$ cat src/logic/phold_consts.svh
`ifndef PHOLD_CONSTS_SVH
`define PHOLD_CONSTS_SVH

// core array size and core index
`define PH_NUM_CORE     4
`define PH_NB_COREID    2

// logical process id and timestamp widths
`define PH_NB_LPID      6
`define PH_TIME_WID     16

// event queue depth and its count width
`define PH_QUEUE_DEPTH  16
`define PH_NB_QCNT      5

// lp id + timestamp + live flag
`define PH_MSG_WID      23

`endif

$ cat src/logic/phold_pkg.sv
`include "phold_consts.svh"

package phold_pkg;

   // event view, live is 0 for an anti-message
   typedef struct packed {
      logic [`PH_NB_LPID-1:0]  target_lp;
      logic [`PH_TIME_WID-1:0] timestamp;
      logic                    live;
   } event_view_t;

   // ordering view: timestamp above the live bit, so anti sorts first at equal time
   typedef struct packed {
      logic [`PH_NB_LPID-1:0] target_lp;
      logic [`PH_TIME_WID:0]  sort_key;
   } sort_view_t;

   // all-zero word is the null message
   typedef union packed {
      event_view_t evt;
      sort_view_t  srt;
   } event_word_u;

endpackage

$ cat src/logic/queue_port_if.sv
interface queue_port_if;

   logic                   enq;
   phold_pkg::event_word_u enq_word;
   logic                   deq;
   phold_pkg::event_word_u head_word;
   logic                   full;
   logic                   empty;

   modport ctrl (
      output enq, enq_word, deq,
      input  head_word, full, empty
   );

   modport queue (
      input  enq, enq_word, deq,
      output head_word, full, empty
   );

   modport monitor (
      input enq, enq_word, deq, head_word, full, empty
   );

endinterface

$ cat src/logic/rr_arbiter.sv
module rr_arbiter #(
   parameter int NR = 4
) (
   input  logic                  clk,
   input  logic                  rst_n,
   input  logic [NR-1:0]         req,
   input  logic                  accept,
   output logic                  gnt_vld,
   output logic [$clog2(NR)-1:0] gnt_idx,
   output logic [NR-1:0]         gnt_onehot
);

   localparam int IW = $clog2(NR);

   // highest priority index
   logic [IW-1:0] ptr;

   // first requester at or after the pointer
   always_comb begin
      int unsigned k;
      gnt_vld = 1'b0;
      gnt_idx = '0;
      for (int unsigned i = 0; i < NR; i++) begin
         k = (32'(ptr) + i) % NR;
         if (!gnt_vld && req[k]) begin
            gnt_vld = 1'b1;
            gnt_idx = IW'(k);
         end
      end
   end

   assign gnt_onehot = gnt_vld ? ({{(NR-1){1'b0}}, 1'b1} << gnt_idx) : '0;

   // winner drops to lowest priority once served
   always_ff @(posedge clk or negedge rst_n) begin
      if (!rst_n) begin
         ptr <= '0;
      end else if (accept && gnt_vld) begin
         ptr <= (32'(gnt_idx) == NR - 1) ? '0 : gnt_idx + 1'b1;
      end
   end

endmodule

$ cat src/logic/event_queue.sv
`include "phold_consts.svh"

module event_queue (
   input logic         clk,
   input logic         rst_n,
   queue_port_if.queue q
);

   localparam int DEPTH = `PH_QUEUE_DEPTH;
   localparam logic [`PH_NB_QCNT-1:0] FULL_CNT = `PH_QUEUE_DEPTH;

   // sorted by sort key, smallest in slot 0
   phold_pkg::event_word_u entry [DEPTH];
   phold_pkg::event_word_u prev_word [DEPTH];
   logic [DEPTH-1:0]       after_new;
   logic [`PH_NB_QCNT-1:0] count;
   logic                   do_enq;
   logic                   do_deq;

   assign do_enq = q.enq && !q.full;
   assign do_deq = q.deq && !q.empty;

   // slots at or behind the insertion point
   // equal keys stay ahead of the new word
   always_comb begin
      for (int i = 0; i < DEPTH; i++) begin
         after_new[i] = (i >= int'(count)) ||
                        (entry[i].srt.sort_key > q.enq_word.srt.sort_key);
      end
   end

   // value each slot takes on insert, either the new word or its neighbour
   always_comb begin
      prev_word[0] = q.enq_word;
      for (int i = 1; i < DEPTH; i++) begin
         prev_word[i] = after_new[i-1] ? entry[i-1] : q.enq_word;
      end
   end

   always_ff @(posedge clk) begin
      if (do_enq) begin
         for (int i = 0; i < DEPTH; i++) begin
            if (after_new[i]) begin
               entry[i] <= prev_word[i];
            end
         end
      end else if (do_deq) begin
         // pop head, everything moves forward
         for (int i = 0; i < DEPTH - 1; i++) begin
            entry[i] <= entry[i+1];
         end
      end
   end

   always_ff @(posedge clk or negedge rst_n) begin
      if (!rst_n) begin
         count <= '0;
      end else if (do_enq) begin
         count <= count + 1'b1;
      end else if (do_deq) begin
         count <= count - 1'b1;
      end
   end

   assign q.head_word = entry[0];
   assign q.full      = (count == FULL_CNT);
   assign q.empty     = (count == '0);

endmodule

$ cat src/logic/sim_controller.sv
`include "phold_consts.svh"

module sim_controller (
   input  logic                                clk,
   input  logic                                rst_n,
   input  logic [`PH_TIME_WID-1:0]             sim_end,
   input  logic [7:0]                          num_init_events,
   input  logic [`PH_NB_LPID-1:0]              lp_mask,
   input  logic [`PH_TIME_WID-1:0]             gvt,
   input  logic                                rcv_gnt_vld,
   input  logic [`PH_NB_COREID-1:0]            rcv_gnt_idx,
   input  logic [`PH_NUM_CORE*`PH_MSG_WID-1:0] core_evt_word,
   input  logic                                disp_gnt_vld,
   output logic                                running,
   output logic                                rtn_vld,
   output logic                                rcv_accept,
   output logic                                disp_accept,
   queue_port_if.ctrl                          q
);

   typedef enum logic [2:0] {
      IDLE     = 3'd0,
      INIT     = 3'd1,
      READY    = 3'd2,
      RUNNING  = 3'd3,
      FINISHED = 3'd4
   } state_t;

   state_t                 state;
   state_t                 state_nxt;
   logic [8:0]             init_count;
   logic                   init_last;
   logic                   init_enq;
   logic                   busy;
   phold_pkg::event_word_u init_word;
   phold_pkg::event_word_u rcv_word;

   assign running = (state == RUNNING);

   // two cycles per initial event, enqueue on the even one
   assign init_last = ((init_count + 9'd1) >= {num_init_events, 1'b0});
   assign init_enq  = (state == INIT) && !busy && !init_count[0] &&
                      (init_count[8:1] < num_init_events) && !q.full;

   always_comb begin
      init_word               = '0;
      init_word.evt.target_lp = init_count[`PH_NB_LPID:1] & lp_mask;
      init_word.evt.live      = 1'b1;
   end

   assign rcv_word = core_evt_word[rcv_gnt_idx*`PH_MSG_WID +: `PH_MSG_WID];

   // receive wins over dispatch, neither right after a queue operation
   assign rcv_accept  = running && !busy && rcv_gnt_vld && !q.full;
   assign disp_accept = running && !busy && !rcv_accept && disp_gnt_vld && !q.empty;

   // null words get acked but are dropped here
   assign q.enq      = init_enq || (rcv_accept && (rcv_word != '0));
   assign q.enq_word = running ? rcv_word : init_word;
   assign q.deq      = disp_accept;

   always_comb begin
      state_nxt = state;
      case (state)
         IDLE: begin
            state_nxt = INIT;
         end
         INIT: begin
            if (init_last) begin
               state_nxt = READY;
            end
         end
         READY: begin
            state_nxt = RUNNING;
         end
         RUNNING: begin
            if (gvt > sim_end) begin
               state_nxt = FINISHED;
            end
         end
         default: begin
            state_nxt = IDLE;
         end
      endcase
   end

   always_ff @(posedge clk or negedge rst_n) begin
      if (!rst_n) begin
         state      <= IDLE;
         init_count <= '0;
         busy       <= 1'b0;
         rtn_vld    <= 1'b0;
      end else begin
         state      <= state_nxt;
         init_count <= (state == INIT) ? init_count + 9'd1 : '0;
         busy       <= q.enq || q.deq || rcv_accept;
         // finish pulse, or overflow report while full
         rtn_vld    <= (running && (gvt > sim_end)) || q.full;
      end
   end

endmodule

$ cat src/logic/gvt_tracker.sv
`include "phold_consts.svh"

module gvt_tracker (
   input  logic                    clk,
   input  logic                    rst_n,
   input  logic                    running,
   input  logic [`PH_NUM_CORE-1:0] disp_onehot,
   input  logic [`PH_NUM_CORE-1:0] core_evt_ack,
   queue_port_if.monitor           q,
   output logic [`PH_TIME_WID-1:0] gvt
);

   logic [`PH_TIME_WID-1:0] core_time [`PH_NUM_CORE];
   logic [`PH_NUM_CORE-1:0] in_flight;
   logic [`PH_TIME_WID-1:0] min_time;
   logic                    min_vld;

   // time of the event each core is working on
   always_ff @(posedge clk) begin
      for (int i = 0; i < `PH_NUM_CORE; i++) begin
         if (disp_onehot[i]) begin
            core_time[i] <= q.head_word.evt.timestamp;
         end
      end
   end

   // busy from dispatch until the core's result is acked
   always_ff @(posedge clk or negedge rst_n) begin
      if (!rst_n) begin
         in_flight <= '0;
      end else begin
         in_flight <= (in_flight | disp_onehot) & ~core_evt_ack;
      end
   end

   // lowest of queue head and in-flight times
   always_comb begin
      min_vld  = !q.empty;
      min_time = q.head_word.evt.timestamp;
      for (int i = 0; i < `PH_NUM_CORE; i++) begin
         if (in_flight[i] && (!min_vld || (core_time[i] < min_time))) begin
            min_vld  = 1'b1;
            min_time = core_time[i];
         end
      end
   end

   always_ff @(posedge clk or negedge rst_n) begin
      if (!rst_n) begin
         gvt <= '0;
      end else if (running && min_vld) begin
         gvt <= min_time;
      end
   end

endmodule

$ cat src/logic/event_stats.sv
module event_stats (
   input  logic          clk,
   input  logic          rst_n,
   input  logic          running,
   queue_port_if.monitor q,
   output logic [63:0]   total_cycles,
   output logic [63:0]   total_events,
   output logic [63:0]   total_antimsg
);

   always_ff @(posedge clk or negedge rst_n) begin
      if (!rst_n) begin
         total_cycles  <= '0;
         total_events  <= '0;
         total_antimsg <= '0;
      end else begin
         if (running) begin
            total_cycles <= total_cycles + 64'd1;
         end
         // every dequeue is one dispatched event
         if (q.deq) begin
            total_events <= total_events + 64'd1;
         end
         // head word still holds the dispatched event this cycle
         if (q.deq && !q.head_word.evt.live) begin
            total_antimsg <= total_antimsg + 64'd1;
         end
      end
   end

endmodule

$ cat src/logic/phold_engine.sv
`include "phold_consts.svh"

module phold_engine (
   input  logic                                clk,
   input  logic                                rst_n,
   input  logic [`PH_TIME_WID-1:0]             sim_end,
   input  logic [7:0]                          num_init_events,
   input  logic [`PH_NB_LPID-1:0]              lp_mask,
   input  logic [`PH_NUM_CORE-1:0]             core_ready,
   input  logic [`PH_NUM_CORE-1:0]             core_evt_vld,
   input  logic [`PH_NUM_CORE*`PH_MSG_WID-1:0] core_evt_word,
   output logic [`PH_TIME_WID-1:0]             gvt,
   output logic                                rtn_vld,
   output logic [`PH_NUM_CORE-1:0]             disp_vld,
   output logic [`PH_MSG_WID-1:0]              disp_word,
   output logic [`PH_NUM_CORE-1:0]             core_evt_ack,
   output logic [63:0]                         total_cycles,
   output logic [63:0]                         total_events,
   output logic [63:0]                         total_antimsg
);

   logic                     running;
   logic                     rcv_accept;
   logic                     disp_accept;
   logic                     rcv_gnt_vld;
   logic [`PH_NB_COREID-1:0] rcv_gnt_idx;
   logic [`PH_NUM_CORE-1:0]  rcv_gnt_onehot;
   logic                     disp_gnt_vld;
   logic [`PH_NUM_CORE-1:0]  disp_gnt_onehot;

   queue_port_if qp ();

   // cores holding a new event
   rr_arbiter #(.NR(`PH_NUM_CORE)) i_rcv_arb (
      .clk        (clk),
      .rst_n      (rst_n),
      .req        (core_evt_vld),
      .accept     (rcv_accept),
      .gnt_vld    (rcv_gnt_vld),
      .gnt_idx    (rcv_gnt_idx),
      .gnt_onehot (rcv_gnt_onehot)
   );

   // idle cores waiting for work, index not needed since disp_word is shared
   rr_arbiter #(.NR(`PH_NUM_CORE)) i_disp_arb (
      .clk        (clk),
      .rst_n      (rst_n),
      .req        (core_ready),
      .accept     (disp_accept),
      .gnt_vld    (disp_gnt_vld),
      .gnt_idx    (),
      .gnt_onehot (disp_gnt_onehot)
   );

   event_queue i_event_queue (
      .clk   (clk),
      .rst_n (rst_n),
      .q     (qp.queue)
   );

   sim_controller i_sim_controller (
      .clk             (clk),
      .rst_n           (rst_n),
      .sim_end         (sim_end),
      .num_init_events (num_init_events),
      .lp_mask         (lp_mask),
      .gvt             (gvt),
      .rcv_gnt_vld     (rcv_gnt_vld),
      .rcv_gnt_idx     (rcv_gnt_idx),
      .core_evt_word   (core_evt_word),
      .disp_gnt_vld    (disp_gnt_vld),
      .running         (running),
      .rtn_vld         (rtn_vld),
      .rcv_accept      (rcv_accept),
      .disp_accept     (disp_accept),
      .q               (qp.ctrl)
   );

   gvt_tracker i_gvt_tracker (
      .clk          (clk),
      .rst_n        (rst_n),
      .running      (running),
      .disp_onehot  (disp_vld),
      .core_evt_ack (core_evt_ack),
      .q            (qp.monitor),
      .gvt          (gvt)
   );

   event_stats i_event_stats (
      .clk           (clk),
      .rst_n         (rst_n),
      .running       (running),
      .q             (qp.monitor),
      .total_cycles  (total_cycles),
      .total_events  (total_events),
      .total_antimsg (total_antimsg)
   );

   // grants only count when the controller takes them
   assign core_evt_ack = rcv_gnt_onehot & {`PH_NUM_CORE{rcv_accept}};
   assign disp_vld     = disp_gnt_onehot & {`PH_NUM_CORE{disp_accept}};
   assign disp_word    = qp.head_word;

endmodule

$ cat config.mk
export PLATFORM = sky130hd
export DESIGN_NAME = phold_engine
export DESIGN_NICKNAME = d
export VERILOG_FILES = /design/src/logic/phold_pkg.sv /design/src/logic/queue_port_if.sv /design/src/logic/rr_arbiter.sv /design/src/logic/event_queue.sv /design/src/logic/sim_controller.sv /design/src/logic/gvt_tracker.sv /design/src/logic/event_stats.sv /design/src/logic/phold_engine.sv
export VERILOG_INCLUDE_DIRS = /design/src /design/src/logic
export SDC_FILE = /design/constraint.sdc
export NUM_CORES = 2
export LEC_CHECK = 0
export BUFFER_PORTS_ARGS = -buffer_cell sky130_fd_sc_hd__buf_4
export CAP_MARGIN = 10
export CORE_ASPECT_RATIO = 0.7
export CORE_MARGIN = 3
export CORE_UTILIZATION = 60
export DETAILED_ROUTE_END_ITERATION = 16
export PLACE_DENSITY_LB_ADDON = 0.05
export SETUP_SLACK_MARGIN = 0.4
export SLEW_MARGIN = 20
export SYNTH_ARGS = -nofsm -noshare
export SYNTH_HDL_FRONTEND = slang
export SYNTH_SLANG_ARGS = --single-unit
$ cat constraint.sdc
create_clock -name clk -period 25.1 [get_ports clk]
set_clock_uncertainty 0.15 [all_clocks]
set_input_delay 2.51 -clock clk [delete_from_list [all_inputs] [get_ports clk]]
set_output_delay 2.51 -clock clk [all_outputs]
set_load 0.05 [all_outputs]
==> qor.yml <==
clocking:
  cts_buffers: 69
  clkTransAtPathRegs_ps: 60
  cts.path.max_buffers: 3
  hold_buffers: 0
  clock_latency_ps: 630
  cts.sinks: 667
  cts_resized: 0
  cts_tree: "yes"
  cts_root_buf: "clkbuf_16"
  htree_num_levels: 3
  cts_setup_buffers: 0
pwr:
  max-vdd-ir-drop_uv: 101
  p_per_area_nw_per_um2: 156
  p_leak_uw: 0.0207
floorplan:
  ioPinCount: 372
  dieWidth_um: 320
  die-area_um2: 72200
  die_h_um: 226
  rows: 79
  initial_core_util_pct: 61.4
  core_um2: 67300
placement:
  routabilityCongestion: 0.887
  place_ws_ps: 14740
  place.port_buffers: 371
  dp_hpwl_um: 83000
logic_synthesis:
  synth.cell_area_um2: 41400
  yosysSeqAreaShare_pct: 45.6
  synth_edf_count: 432
  synth_ff_type: "edfxtp_1"
  yosysUniqueCellTypes: 80
  synth_top_area_cell: "edfxtp_1"
  synth_fp_nets: 4455
  synthArstFlopShare_pct: 35.2
  ys_top_cells_by_area: "edfxtp_1 31%, dfrtp_1 14%, ha_1 11%, mux2i_1 6.5%, nand2_1 4.3%"
  yosysTopAreaCellShare_pct: 31.4
  ys_ff_latch: 667
  yosys_warnings: 0
  post_synth.cell_area_avg_um2: 10.5
  syn-instance-count: 3944
finish:
  fin_nets: 4753
  most-common-layout-cells: "472 x nand2_1, 436 x buf_4, 432 x edfxtp_1"
  syn_to_final_growth_pct: 14.8
  final_common_cell: "nand2_1"
  layout.core_utilization_pct: 70.5
  diodes: 0
  fill_cells: 5103
  drive_above_1_share_pct: 17.2
run_status:
  status: "finished, final reports clean"
sta:
  worst_pin_slew_ps: 1060
  final-hold-violation-count: 0
  relSlewSlack_pct: 28.4
  whs_ps: 326
  fmax_mhz: 95.8
  setup_tns_ps: 0
  finalCritPeriodShare_pct: 41.6
  rsz0062_at_grt: "no"
  period_needed_ps: 10440
  slew_viol_final: 0
  final.setup.worst_slack_ps: 14660
  setup_violations: 0
routing:
  vias_per_cell: 6.21
  drt_first_pass_iters: 5
  drtIter0Drc: 3278
  drtAntennaViolNets: 0
  vias: 32227
  drt-total-wl_um: 112000
  avgRoutedWirePerCell_um: 21.7
  drcViolationCount: 0
global_routing:
  grt_usage_pct: 30.6
  grt_max_degree: 128
  grt_overflow_total: 0
  grt_pass1_vias: 30616
  antenna_found_initial: 0
  grt_pass1_wl_um: 175000
worst_setup_path:
  cp_common_cell: "o21ai_0"
  crit_slowest_cell: "nand2_1"
  rr_worst_depth: 38
  start_kind: "register"
  crit_path_end_kind: "register"
  cp_slowest_stage_delay_ps: 750
  cp_data_arrival_time_ps: 10750
  crit_required_ps: 25410
  path_class: "register to register"
  path_max_fanout: 29
worst_hold_path:
  hold_depth: 1
  hold_path_class: "register to register"
job:
  cap_violations: 0
[final cells by class]
class | instances | area (µm²) | area share (%)
Sequential cell | 667 | 18900 | 39.7
Clock buffer | 97 | 2000 | 4.21
Clock inverter | 30 | 344 | 0.725
Inverter | 154 | 578 | 1.22
Tap cell | 891 | 1110 | 2.35
Multi-Input combinational cell | 2909 | 21200 | 44.6
Timing Repair Buffer | 441 | 3400 | 7.16
[per-stage QoR]
step                area, µm²  cells  total power (µW)
finish                  47500   5189              7390
global placement        45000   5058              6060
CTS                     47300   5185              7280
global route            47500   5189              7880
floorplan               41400   3944              5000
detailed placement      45000   5058              6170
[final timing paths]
| kind | to | start | slack [ps] |
|---|---|---|---|
| setup / recovery | i_gvt_tracker.gvt[12] | i_event_queue.entry[0][15] | 14660 |
| hold / removal | i_event_stats.total_antimsg[63] | i_event_stats.total_antimsg[63] | 330 |
| setup reg to reg | i_gvt_tracker.gvt[12] | i_event_queue.entry[0][15] | 14660 |
| hold reg to reg | i_event_stats.total_antimsg[63] | i_event_stats.total_antimsg[63] | 330 |
| max in group asynchronous | i_event_stats.total_events[2] | rst_n | 21790 |
| min in group asynchronous | i_event_stats.total_cycles[5] | rst_n | 1670 |
[state kept, by name (all words and copies together), names as in the netlist]
register                     count
i_sim_controller.state           3
i_sim_controller.init_count      9
i_sim_controller.busy            1
i_event_queue.entry            368
i_event_stats.total_cycles      64
i_gvt_tracker.in_flight          4
i_event_stats.total_events      64
i_disp_arb.ptr                   2
i_event_queue.count              5
i_rcv_arb.ptr                    2
i_sim_controller.rtn_vld         1
i_gvt_tracker.gvt               16
i_gvt_tracker.core_time         64
i_event_stats.total_antimsg     64
[cells in the mapped netlist (17+ instances only)]
cell type,count
nand2_1,478
edfxtp_1,432
ha_1,379
o21ai_0,306
mux2i_1,270
dfrtp_1,235
a21oi_1,182
clkbuf_1,162
inv_1,152
nor2_1,147
xnor2_1,142
a21o_1,109
mux2_2,104
nand4_1,98
nand3_1,92
and3_1,75
xor2_1,57
a211oi_1,49
nor3_1,44
a31oi_1,38
and2_1,33
nand2b_1,31
nor2b_1,31
o21a_1,31
buf_4,26
a41oi_1,17
nor4_1,17
o221ai_1,17
[report_power, final]
| group | switching [µW] | internal [µW] | leakage [µW] | total (µW) |
|---|---|---|---|---|
| logic | 2450 | 1570 | 0.0123 | 4030 |
| clock network | 456 | 624 | 0.00116 | 1080 |
| registers | 375 | 1910 | 0.00725 | 2290 |
[cell families (layout without fill, tap and decap cells)]
kind of cell	count (synthesis)	in the layout	share of synthesized area [%]
simple gates	1103	1103	12.7
compound gates	842	842	12.5
flops	667	667	45.6
mux	386	386	9.71
fa+ha+maj	379	379	11.5
buf+inv	368	722	3.83
xor+xnor	199	199	4.21
[critical path, delay by kind of cell, from the launching register on]
family                     cells  cell delay (ps)
buffers and inverters          3              430
DFF                            1              590
AOI/OAI and AO/OA             20             4880
and+or+nand+nor                9             2350
muxes                          2              660
adders and majority gates      4             1210
[layer usage]
| metal | vias to the layer above | track usage [%] | share of wire (%) |
|---|---|---|---|
| li1 | 15085 | - | - |
| met1 | 15689 | 48.4 | 48 |
| met5 | - | 0 | 0 |
| met2 | 1303 | 42.4 | 41 |
| met4 | 0 | 6.27 | 1.6 |
| met3 | 150 | 7.13 | 9.4 |
No activity file was read; power rests on OpenSTA's default activity.
